<file path="config.mk">
export PLATFORM = sky130hd
export DESIGN_NAME = div_unit_top
export DESIGN_NICKNAME = d
export VERILOG_FILES = /design/src/source/div_pkg.sv /design/src/source/div_operand_prep.sv /design/src/source/div_restoring_core.sv /design/src/source/div_result_fixup.sv /design/src/source/div_control.sv /design/src/source/div_unit_top.sv
export SDC_FILE = /design/constraint.sdc
export NUM_CORES = 1
export LEC_CHECK = 0
export BUFFER_PORTS_ARGS = -buffer_cell sky130_fd_sc_hd__buf_2
export CAP_MARGIN = 20
export CORE_UTILIZATION = 25
export DETAILED_ROUTE_END_ITERATION = 7
export PLACE_DENSITY = 0.47
export REMOVE_ABC_BUFFERS = 1
export SLEW_MARGIN = 20
export SYNTH_ARGS = -nofsm -noshare
export SYNTH_HDL_FRONTEND = slang
export SYNTH_HIERARCHICAL = 1
export SYNTH_SLANG_ARGS = --single-unit
</file>
<file path="constraint.sdc">
create_clock -name clk -period 16.3 [get_ports clk]
set_input_delay 2.445 -clock clk [delete_from_list [all_inputs] [get_ports clk]]
set_output_delay 2.445 -clock clk [all_outputs]
set_load 0.01 [all_outputs]
</file>
<file path="src/source/div_pkg.sv">
// shared definitions for the RV64M iterative divider
// operation codes, width types and the control state encoding

`default_nettype none

package div_pkg;

  // ==================================================
  // widths
  // ==================================================

  typedef logic [63:0] xlen_t;  // operand, result, remainder
  typedef logic [6:0]  cnt_t;   // iteration count 0..64

  // iteration counts per operand width
  localparam cnt_t ITER_DWORD = 7'd64;
  localparam cnt_t ITER_WORD  = 7'd32;

  // ==================================================
  // operation codes
  // ==================================================

  // bit 2 remainder, bit 1 unsigned, bit 0 word form
  typedef logic [2:0] op_t;

  localparam op_t OP_DIV   = 3'b000;
  localparam op_t OP_DIVW  = 3'b001;  // 32-bit signed quotient
  localparam op_t OP_DIVU  = 3'b010;
  localparam op_t OP_DIVUW = 3'b011;
  localparam op_t OP_REM   = 3'b100;
  localparam op_t OP_REMW  = 3'b101;
  localparam op_t OP_REMU  = 3'b110;
  localparam op_t OP_REMUW = 3'b111;

  // ==================================================
  // control FSM
  // ==================================================

  typedef enum logic [1:0] {
    IDLE    = 2'b00,  // waiting for req
    ITERATE = 2'b01,  // core shifting and subtracting
    FIXUP   = 2'b10,  // sign correction into result reg
    ACK     = 2'b11   // result held until req drops
  } div_state_t;

endpackage

`default_nettype wire

</file>
<file path="src/source/div_operand_prep.sv">
// divider operand preparation
// extends word operands, takes magnitudes and flags divide by zero and overflow

`default_nettype none

module div_operand_prep (
  input  wire div_pkg::op_t   op_i,
  input  wire div_pkg::xlen_t dividend_i,
  input  wire div_pkg::xlen_t divisor_i,
  output div_pkg::xlen_t      dividend_mag_o,
  output div_pkg::xlen_t      divisor_mag_o,
  output logic                neg_quot_o,
  output logic                neg_rem_o,
  output logic                special_o,
  output div_pkg::xlen_t      special_result_o
);

  logic           is_word;
  logic           is_uns;
  logic           is_rem;
  div_pkg::xlen_t dividend_ext;
  div_pkg::xlen_t divisor_ext;
  div_pkg::xlen_t dividend_abs;
  div_pkg::xlen_t divisor_abs;
  div_pkg::xlen_t dividend_res;  // dividend as an architectural result
  div_pkg::xlen_t most_neg;
  logic           dividend_neg;
  logic           divisor_neg;
  logic           div_zero;
  logic           div_ovf;

  assign is_word = op_i[0];
  assign is_uns  = op_i[1];
  assign is_rem  = op_i[2];

  // ==================================================
  // extension and magnitudes
  // ==================================================

  always_comb begin
    if (is_word && is_uns) begin
      dividend_ext = {32'b0, dividend_i[31:0]};
      divisor_ext  = {32'b0, divisor_i[31:0]};
    end else if (is_word) begin
      dividend_ext = {{32{dividend_i[31]}}, dividend_i[31:0]};
      divisor_ext  = {{32{divisor_i[31]}}, divisor_i[31:0]};
    end else begin
      dividend_ext = dividend_i;
      divisor_ext  = divisor_i;
    end
  end

  assign dividend_neg = !is_uns && dividend_ext[63];
  assign divisor_neg  = !is_uns && divisor_ext[63];

  assign dividend_abs = dividend_neg ? (64'd0 - dividend_ext) : dividend_ext;
  assign divisor_abs  = divisor_neg ? (64'd0 - divisor_ext) : divisor_ext;

  // word dividend sits in the upper half so 32 shifts drain it
  assign dividend_mag_o = is_word ? {dividend_abs[31:0], 32'b0} : dividend_abs;
  assign divisor_mag_o  = divisor_abs;

  assign neg_quot_o = dividend_neg ^ divisor_neg;
  assign neg_rem_o  = dividend_neg;  // remainder follows the dividend

  // ==================================================
  // special cases
  // ==================================================

  assign most_neg = is_word ? {{32{1'b1}}, 32'h8000_0000} : {1'b1, 63'b0};

  assign div_zero = (divisor_ext == '0);
  assign div_ovf  = !is_uns && (dividend_ext == most_neg) && (&divisor_ext);

  assign dividend_res = is_word ? {{32{dividend_i[31]}}, dividend_i[31:0]} : dividend_i;

  always_comb begin
    if (div_zero) begin
      special_result_o = is_rem ? dividend_res : {64{1'b1}};
    end else if (div_ovf) begin
      special_result_o = is_rem ? 64'd0 : dividend_res;  // quotient wraps to most-negative
    end else begin
      special_result_o = '0;
    end
  end

  assign special_o = div_zero || div_ovf;

endmodule

`default_nettype wire

</file>
<file path="src/source/div_restoring_core.sv">
// restoring shift-subtract divider core, one quotient bit per clock
// works on unsigned magnitudes, 32 or 64 iterations

`default_nettype none

module div_restoring_core (
  input  wire                 clk,
  input  wire                 rst_n,
  input  wire                 start_i,
  input  wire                 word_i,
  input  wire div_pkg::xlen_t dividend_i,
  input  wire div_pkg::xlen_t divisor_i,
  output logic                busy_o,
  output div_pkg::xlen_t      quotient_o,
  output div_pkg::xlen_t      remainder_o
);

  div_pkg::cnt_t  cnt_q;      // iterations left
  logic [127:0]   acc_q;      // {partial remainder, dividend / quotient}
  div_pkg::xlen_t divisor_q;
  logic [64:0]    partial;    // 2r plus next dividend bit
  logic [65:0]    diff;       // trial subtraction, bit 65 is the borrow

  // ==================================================
  // trial subtraction
  // ==================================================

  // partial can reach 65 bits when the divisor is above 2^63
  assign partial = acc_q[127:63];
  assign diff    = {1'b0, partial} - {2'b00, divisor_q};

  // ==================================================
  // iteration counter
  // ==================================================

  always_ff @(posedge clk) begin
    if (rst_n) begin
      cnt_q <= '0;
    end else if (start_i) begin
      cnt_q <= word_i ? div_pkg::ITER_WORD : div_pkg::ITER_DWORD;
    end else if (busy_o) begin
      cnt_q <= cnt_q - 7'd1;
    end
  end

  assign busy_o = (cnt_q != '0);

  // ==================================================
  // remainder / quotient register
  // ==================================================

  always_ff @(posedge clk) begin
    if (start_i) begin
      acc_q     <= {64'b0, dividend_i};
      divisor_q <= divisor_i;
    end else if (busy_o) begin
      if (diff[65]) begin
        acc_q <= {acc_q[126:0], 1'b0};                 // restore, quotient bit 0
      end else begin
        acc_q <= {diff[63:0], acc_q[62:0], 1'b1};      // keep difference
      end
    end
  end

  // quotient bits enter at the bottom, word forms end up in [31:0]
  assign quotient_o  = acc_q[63:0];
  assign remainder_o = acc_q[127:64];

endmodule

`default_nettype wire

</file>
<file path="src/source/div_result_fixup.sv">
// divider result fix-up
// applies signs, picks quotient or remainder and holds the final result

`default_nettype none

module div_result_fixup (
  input  wire                 clk,
  input  wire                 rst_n,
  input  wire                 start_i,
  input  wire div_pkg::op_t   op_i,
  input  wire                 neg_quot_i,
  input  wire                 neg_rem_i,
  input  wire                 capture_i,
  input  wire                 load_special_i,
  input  wire div_pkg::xlen_t special_result_i,
  input  wire div_pkg::xlen_t quotient_i,
  input  wire div_pkg::xlen_t remainder_i,
  output div_pkg::xlen_t      result_o
);

  div_pkg::op_t   op_q;
  logic           neg_quot_q;
  logic           neg_rem_q;
  div_pkg::xlen_t quot_signed;
  div_pkg::xlen_t rem_signed;
  div_pkg::xlen_t result_d;

  // operation context for the division in flight
  always_ff @(posedge clk) begin
    if (start_i) begin
      op_q       <= op_i;
      neg_quot_q <= neg_quot_i;
      neg_rem_q  <= neg_rem_i;
    end
  end

  assign quot_signed = neg_quot_q ? (64'd0 - quotient_i) : quotient_i;
  assign rem_signed  = neg_rem_q ? (64'd0 - remainder_i) : remainder_i;

  always_comb begin
    unique case (op_q)
      div_pkg::OP_DIV, div_pkg::OP_DIVU:   result_d = quot_signed;
      div_pkg::OP_DIVW, div_pkg::OP_DIVUW: result_d = {{32{quot_signed[31]}}, quot_signed[31:0]};
      div_pkg::OP_REM, div_pkg::OP_REMU:   result_d = rem_signed;
      div_pkg::OP_REMW, div_pkg::OP_REMUW: result_d = {{32{rem_signed[31]}}, rem_signed[31:0]};
    endcase
  end

  // result register, held through the acknowledge phase
  always_ff @(posedge clk) begin
    if (rst_n) begin
      result_o <= '0;
    end else if (load_special_i) begin
      result_o <= special_result_i;  // already final
    end else if (capture_i) begin
      result_o <= result_d;
    end
  end

endmodule

`default_nettype wire

</file>
<file path="src/source/div_control.sv">
// divider sequencing FSM with a four-phase req/ack handshake
// starts the core or loads a fixed result, then holds ack until req drops

`default_nettype none

module div_control (
  input  wire  clk,
  input  wire  rst_n,
  input  wire  req_i,
  input  wire  special_i,
  input  wire  busy_i,
  output logic start_o,
  output logic capture_o,
  output logic load_special_o,
  output logic ack_o
);

  div_pkg::div_state_t state_q;
  div_pkg::div_state_t state_d;

  // ==================================================
  // next state
  // ==================================================

  always_comb begin
    state_d = state_q;
    unique case (state_q)
      div_pkg::IDLE: begin
        if (req_i) begin
          state_d = special_i ? div_pkg::ACK : div_pkg::ITERATE;
        end
      end
      div_pkg::ITERATE: begin
        if (!busy_i) begin
          state_d = div_pkg::FIXUP;
        end
      end
      div_pkg::FIXUP: begin
        state_d = div_pkg::ACK;  // one cycle for sign correction
      end
      div_pkg::ACK: begin
        if (!req_i) begin
          state_d = div_pkg::IDLE;
        end
      end
    endcase
  end

  always_ff @(posedge clk) begin
    if (rst_n) begin
      state_q <= div_pkg::IDLE;
    end else begin
      state_q <= state_d;
    end
  end

  // ==================================================
  // outputs
  // ==================================================

  assign start_o        = (state_q == div_pkg::IDLE) && req_i && !special_i;
  assign load_special_o = (state_q == div_pkg::IDLE) && req_i && special_i;
  assign capture_o      = (state_q == div_pkg::FIXUP);
  assign ack_o          = (state_q == div_pkg::ACK);  // result_o valid and stable

endmodule

`default_nettype wire

</file>
<file path="src/source/div_unit_top.sv">
// RV64M iterative divider top level
// operand prep, restoring core, result fix-up and handshake control

`default_nettype none

module div_unit_top (
  input  wire                 clk,
  input  wire                 rst_n,
  input  wire                 req_i,
  input  wire div_pkg::op_t   op_i,
  input  wire div_pkg::xlen_t dividend_i,
  input  wire div_pkg::xlen_t divisor_i,
  output logic                ack_o,
  output div_pkg::xlen_t      result_o
);

  div_pkg::xlen_t dividend_mag;
  div_pkg::xlen_t divisor_mag;
  div_pkg::xlen_t special_result;
  div_pkg::xlen_t quotient;
  div_pkg::xlen_t remainder;
  logic           neg_quot;
  logic           neg_rem;
  logic           special;
  logic           start;
  logic           capture;
  logic           load_special;
  logic           busy;

  div_operand_prep i_prep (
    .op_i             (op_i),
    .dividend_i       (dividend_i),
    .divisor_i        (divisor_i),
    .dividend_mag_o   (dividend_mag),
    .divisor_mag_o    (divisor_mag),
    .neg_quot_o       (neg_quot),
    .neg_rem_o        (neg_rem),
    .special_o        (special),
    .special_result_o (special_result)
  );

  div_restoring_core i_core (
    .clk         (clk),
    .rst_n       (rst_n),
    .start_i     (start),
    .word_i      (op_i[0]),  // word form bit
    .dividend_i  (dividend_mag),
    .divisor_i   (divisor_mag),
    .busy_o      (busy),
    .quotient_o  (quotient),
    .remainder_o (remainder)
  );

  div_result_fixup i_fixup (
    .clk              (clk),
    .rst_n            (rst_n),
    .start_i          (start),
    .op_i             (op_i),
    .neg_quot_i       (neg_quot),
    .neg_rem_i        (neg_rem),
    .capture_i        (capture),
    .load_special_i   (load_special),
    .special_result_i (special_result),
    .quotient_i       (quotient),
    .remainder_i      (remainder),
    .result_o         (result_o)
  );

  div_control i_ctrl (
    .clk            (clk),
    .rst_n          (rst_n),
    .req_i          (req_i),
    .special_i      (special),
    .busy_i         (busy),
    .start_o        (start),
    .capture_o      (capture),
    .load_special_o (load_special),
    .ack_o          (ack_o)
  );

endmodule

`default_nettype wire

</file>
### Yosys cells after proc, flatten, opt, wreduce, memory -nomap -nowiden

Cells that the tools add are included.
W data, S select, Z words.

* $add $sub $neg: 6
* equality and inequality tests: 14
* bitwise operators: 1
* reduce and logical (&&, ||, !) cells: 23
* multiplexer cells: 28

Operators with widths (number)
* $mux W64: 17
* $pmux W64 S4: 1
* $sub A1 B64 Y64 const A: 4
* $mux W128: 1
* $sub A65 B64 Y66: 1
* $eq A64 B64 Y1: 1
* $logic_not A64 Y1: 1
* $reduce_and A64 Y1: 1
* $mux W63: 1
* $mux W7: 3
* $eq A3 B3 Y1 const B: 4
* $logic_and A1 B1 Y1: 8
* $mux W2: 4
* $pmux W2 S4: 1
* $reduce_or A2 Y1: 4
* $reduce_bool A7 Y1: 1
* $sub A7 B1 Y7 const B: 1
* $eq A3 B2 Y1 const B: 2
* $ne A2 B2 Y1 const B: 3
* $eq A2 B2 Y1 const B: 2
* $reduce_bool A2 Y1: 2
* $eq A3 B1 Y1 const B: 1
* $logic_not A3 Y1: 1
* $reduce_and A3 Y1: 1
* 5 further kinds: 6

* logic and storage cells: 81
* register bits: 270
* output and inout bits: 65
* bits of input ports: 134

### Depth between registers and ports, before layout

* word-level depth: 9
* gate-level depth with buffers: 16
* depth with buffers taken out: 14

### Modules after synthesis

Netlist, hierarchy kept.

Modules (own cells, without submodules)
* div_restoring_core: sequential area each 5265.0 um^2, cells an instance 1244, area each 12249.2 um^2, instances 1
* div_result_fixup: sequential area each 1401.3 um^2, cells an instance 938, area each 6945.4 um^2, instances 1
* div_operand_prep: sequential area each 0.0 um^2, cells an instance 879, area each 5275.1 um^2, instances 1
* div_control: sequential area each 40.0 um^2, cells an instance 20, area each 183.9 um^2, instances 1

### Least setup slack after synthesis

No wires, ideal clock.

* path type: input to register
* from: input op_i[0]
* to: register i_core.acc_q[0], enable pin
* data required time: 15882 ps
* stages on the path: 11
* arrival time: 8430 ps
* path buffers: 4
* path slack: 7452 ps
* setup time: 418 ps
* cell sequence: buf_6 -> buf_2 -> and2_0 -> o211ai_1 -> or4_4 -> nand2_1 -> nor2_1 -> clkbuf_1 -> buf_6 -> nor2_1 -> inv_1

* longest elaborated chain between the ends: 9
* elaborated cells between the ends (all ways): 15
* those cells by class: eq/ne (1); mux (5); reduce/logical (9)

Ends and longest elaborated chain
* start, declared: line div_unit_top.sv:10 `input wire div_pkg::op_t op_i,`
* $mux W64 / $logic_and A1 B1 Y1 (equally long branches): line div_operand_prep.sv:44, div_operand_prep.sv:41
* $mux W64: line div_operand_prep.sv:41 `if (is_word && is_uns) begin`
* $eq A64 B64 Y1: line div_operand_prep.sv:73 `assign div_ovf = !is_uns && (dividend_ext == most_neg) && (&divisor_ext);`
* $logic_and A1 B1 Y1 (2 in a row): line div_operand_prep.sv:73
* $logic_or A1 B1 Y1 (*): line div_operand_prep.sv:87 `assign special_o = div_zero || div_ovf;`
* net special: line div_unit_top.sv:24 `logic special;`
* $logic_not A1 Y1 (*): line div_control.sv:61 `assign start_o = (state_q == div_pkg::IDLE) && req_i && !special_i;`
* $logic_and A1 B1 Y1 (*): line div_control.sv:61
* net start: line div_unit_top.sv:25 `logic start;`
* $reduce_bool A2 Y1 (no source line) (*)
* end signal, assigned: line div_restoring_core.sv:54 `acc_q <= {64'b0, dividend_i};`
* end signal, assigned: line div_restoring_core.sv:58 `acc_q <= {acc_q[126:0], 1'b0};`
* end signal, assigned: line div_restoring_core.sv:60 `acc_q <= {diff[63:0], acc_q[62:0], 1'b1};`
* end, declared: line div_restoring_core.sv:19 `logic [127:0] acc_q;`

Mark *: on every way through the listed nets, which the timed path passes. The rest lies on a longest branch.
A chain may end at the register's enable or synchronous reset.

### Worst setup path after layout

* from: input op_i[0]
* to: register i_fixup.result_o[60]

* longest elaborated chain between the ends: 8
* elaborated cells between the ends (all ways): 19
* those cells by class: eq/ne (1); mux (10); reduce/logical (8)

Ends and longest elaborated chain
* $mux W64 / $logic_and A1 B1 Y1 (equally long branches): line div_operand_prep.sv:44, div_operand_prep.sv:41
* $mux W64: line div_operand_prep.sv:41
* $eq A64 B64 Y1: line div_operand_prep.sv:73
* $logic_and A1 B1 Y1 (2 in a row): line div_operand_prep.sv:73
* $logic_or A1 B1 Y1 (*): line div_operand_prep.sv:87
* net special: line div_unit_top.sv:24
* $logic_and A1 B1 Y1 (*): line div_control.sv:62 `assign load_special_o = (state_q == div_pkg::IDLE) && req_i && special_i;`
* net load_special: line div_unit_top.sv:27 `logic load_special;`
* $mux W64 / $reduce_bool A2 Y1 (equally long branches)
* end signal, assigned: line div_result_fixup.sv:54 `result_o <= special_result_i;`
* end signal, assigned: line div_result_fixup.sv:56 `result_o <= result_d;`
* end, declared: line div_result_fixup.sv:18 `output div_pkg::xlen_t result_o`

Marked as above.

==> results_tabular.tex <==
\begin{tabular}{lr}
\hline
Metric & Value \\
\hline
\multicolumn{2}{l}{\textbf{Floorplanning}} \\
Floorplan die height & 316 um \\
Die area & 99,900 um2 \\
Horizontal extent of the die & 316 um \\
Floorplan Core Area & 97,100 um2 \\
Starting Density & 25.4\% \\
Io pins & 199 \\
Number of rows in the core area & 114 \\
\multicolumn{2}{l}{\textbf{Synth}} \\
Area share of the largest cell type after synthesis & 16.1\% \\
Prevailing post-synth register cell & sky130\_fd\_sc\_hd\_\_dfxtp\_1 \\
Mean area per synthesized cell & 8.00 um2 \\
Number of storage elements in the synthesis netlist & 269 \\
Cell area after synthesis & 24,700 um2 \\
Asr flop ratio synth & 0\% \\
Post-synth top cells & sky130\_fd\_sc\_hd\_\_nor2\_1, sky130\_fd\_sc\_hd\_\_a21oi\_1, sky130\_fd\_sc\_hd\_\_nand2\_1 \\
Sequential element share of the synthesized area & 27.2\% \\
Post-synthesis cell type count & 112 \\
Most area-hungry cell type in the Yosys netlist & sky130\_fd\_sc\_hd\_\_edfxtp\_1 \\
Number of synthesized flops with an enable pin & 132 \\
Synth top area cells & sky130\_fd\_sc\_hd\_\_edfxtp\_1, sky130\_fd\_sc\_hd\_\_dfxtp\_1, sky130\_fd\_sc\_hd\_\_a21oi\_1 \\
Cell with the most instances after synthesis & sky130\_fd\_sc\_hd\_\_nor2\_1 \\
Cell count after synthesis & 3,081 \\
Warning count from the yosys run & 6 \\
\multicolumn{2}{l}{\textbf{Placed design}} \\
IO Port Bufs & 198 \\
Hpwl dp & 78,800 um \\
Routability congestion estimate from global placement & 0.945 \\
Total placed cells including tap cells & 4,377 \\
Setup slack at placement & 8.32 ns \\
\multicolumn{2}{l}{\textbf{Critical path}} \\
Largest fanout on the critical path & 77 \\
Worst Setup Path Type & in -> reg \\
Kind of end point of the critical path & flop \\
Critical path startpoint category & input pin \\
Required @ worst endpoint & 16.71 ns \\
Crit path arrival time & 8.10 ns \\
\multicolumn{2}{l}{\textbf{Timing}} \\
Sum Neg Setup Slack & 0 ns \\
Highest Clock Rate & 130 MHz \\
Post-route clock period utilization & 47.2\% \\
Measured slew at the worst slew-check pin & 1.09 ns \\
Setup repair after global routing missed its margin & false \\
Final Worst Setup Slack & 8.61 ns \\
Final Max Slew Viols & 0 \\
Setup skew after layout & 0.0279 ns \\
Endpoints failing hold & 0 \\
Worst slew slack as a fraction of its limit & 26.5\% \\
Setup violators final & 0 \\
Shortest clock period the worst path allows after layout & 7.69 ns \\
\multicolumn{2}{l}{\textbf{Power}} \\
Max IR drop VDD & 0.109 mV \\
Cell leakage power & 0.0102 uW \\
Power density relative to cell area & 178 nW/um2 \\
\multicolumn{2}{l}{\textbf{Clock network}} \\
Clock-pin transition on the worst setup and hold timing paths & 0.06 ns \\
\# hold bufs at CTS & 0 \\
Clock insertion delay at the later pin of the skew report & 0.57 ns \\
Post-CTS setup-driven buffer insertion count & 0 \\
TritonCTS clock tree & done \\
Inserted Clock Buffers & 36 \\
Clock net sink count & 269 \\
Total of cells resized after clock tree synthesis & 0 \\
Clock H-tree levels & 2 \\
Root buffer cell & sky130\_fd\_sc\_hd\_\_clkbuf\_16 \\
CTS Buffer Depth & 3 \\
\multicolumn{2}{l}{\textbf{Layout}} \\
Final net count & 3,349 \\
Number of filler instances in the final layout & 10,600 \\
Layout cells sized above 1 & 13.8\% \\
Non-filler cells in the finished layout & 4,444 \\
Area growth from synthesis to layout & 12.3\% \\
\multicolumn{2}{l}{\textbf{Hold path}} \\
Class of the worst hold path & reg -> reg \\
\multicolumn{2}{l}{\textbf{Drt}} \\
First-pass iteration count of the detailed router & 7 \\
Vias after detailed routing & 24,300 \\
Post-route DRC violation count & 0 \\
DR WL/cell & 23.0 um \\
Number of antenna-violating nets in the routed design & 0 \\
Starting DRC count in detailed routing & 2,385 \\
WL final & 102,000 um \\
Vias per Instance & 5.46 \\
\multicolumn{2}{l}{\textbf{Global routing}} \\
Leftover overflow at the end of global routing & 0 \\
Combined global-route utilization of all metal layers & 19.8\% \\
Vias in the first global route & 22,800 \\
Antenna violations before repair & 2 \\
Largest net degree at the start of global routing & 164 \\
Wire length of the first global-routing pass & 151,000 um \\
\multicolumn{2}{l}{\textbf{Flow run}} \\
Max Cap Violations & 0 \\
\multicolumn{2}{l}{\textbf{Status}} \\
Run status & completed \\
\hline
\end{tabular}
cell usage in the layout, fill, tap and decap left out, drive strengths merged, types with 28 or more instances in the layout:
cell    instances
edfxtp        132
or3            45
mux2           71
buf           236
o21a           41
a21oi         285
a31oi          59
nor2          287
xnor2         144
nor2b          28
nand3          56
dfxtp         137
o31ai          53
clkbuf         50
nor4           60
a211oi         59
and2           33
nand4          55
inv           121
nor3           95
ha             75
xor2          136
nand2         249
o21ai         148
or4            35
o41ai          45
nor3b          39
mux2i          51
where the power goes:
part           internal, uW  total (uW)  leakage (uW)  switching [uW]
Clock                   461         790      0.000553             329
Combinational          1040        2760       0.00717            1720
Sequential             1030        1380       0.00245             350
registers in the layout, indices dropped and copies added, names as in the netlist:
signal and count:
i_fixup/neg_rem_q 1, i_core/cnt_q 7, i_fixup/result_o 64, i_core/divisor_q 64, i_fixup/op_q 2, i_ctrl/state_q 2
i_core/acc_q 128, i_fixup/neg_quot_q 1
critical path, cell delays in order:
cell                        delay (ns)
sky130_fd_sc_hd__buf_4            0.28
sky130_fd_sc_hd__buf_4            0.51
sky130_fd_sc_hd__nand2_1          0.42
sky130_fd_sc_hd__a2111oi_0        0.90
sky130_fd_sc_hd__o2111ai_1        0.29
sky130_fd_sc_hd__nor4b_2          0.70
sky130_fd_sc_hd__nand3_1          0.16
sky130_fd_sc_hd__nand2_1          0.24
sky130_fd_sc_hd__and3_4           0.77
sky130_fd_sc_hd__buf_4            0.61
sky130_fd_sc_hd__nor3_1           0.27
sky130_fd_sc_hd__o211ai_1         0.17
sky130_fd_sc_hd__nor3_1           0.06
sky130_fd_sc_hd__a21oi_1          0.12
sky130_fd_sc_hd__o22ai_1          0.07
metal layers:
metal,global-route usage [%],wire [um],up-vias
li1,-,-,11600
met1,28.5,47700,11700
met2,31.2,45400,897
met3,3.00,7100,115
met4,4.12,1890,0
met5,0,0,-
final cells by class:
type	count	area, um2	area share [%]
Multi-Input combinational cell	2474	16500	59.6
Sequential cell	269	6710	24.2
Tap cell	1276	1600	5.76
Timing Repair Buffer	236	1290	4.66
Clock buffer	50	995	3.59
Inverter	122	459	1.66
Clock inverter	16	144	0.520
Antenna cell	1	2.50	0.00904
through the flow:
step           instance area (um2)  hold slack (ns)  power (uW)  utilization, %
6_report                     27700            0.542        4940            28.5
4_1_cts                      27700            0.538        4930            28.5
3_3_place_gp                 26500            0.533        4130            27.3
2_1_floorplan                23600            0.495        3250               -
5_1_grt                      27700            0.576        5270            28.5
3_5_place_dp                 26500            0.528        4120            27.3
worst paths after layout:
kind                    startpoint              endpoint  slack (ns)  depth (start not counted)
setup / recovery           op_i[0]  i_fixup/result_o[60]        8.61                         15
setup reg to reg  i_core/acc_q[69]     i_core/acc_q[111]       12.01                         12
hold reg to reg    i_core/cnt_q[1]       i_core/cnt_q[1]        0.54                          2
hold / removal     i_core/cnt_q[1]       i_core/cnt_q[1]        0.54                          2
cell families (layout without fill, tap and decap cells):
| group | Yosys count | after routing | synth area share, % |
|---|---|---|---|
| simple gates | 1079 | 1079 | 22.8 |
| compound gates | 917 | 917 | 24.6 |
| buf+inv | 338 | 424 | 6.20 |
| xor+xnor | 280 | 280 | 9.95 |
| flops | 269 | 269 | 27.2 |
| mux | 122 | 122 | 5.31 |
| fa+ha+maj | 76 | 76 | 3.89 |
| other cells | 0 | 1 | 0 |
(Power assumes the default switching activity.)
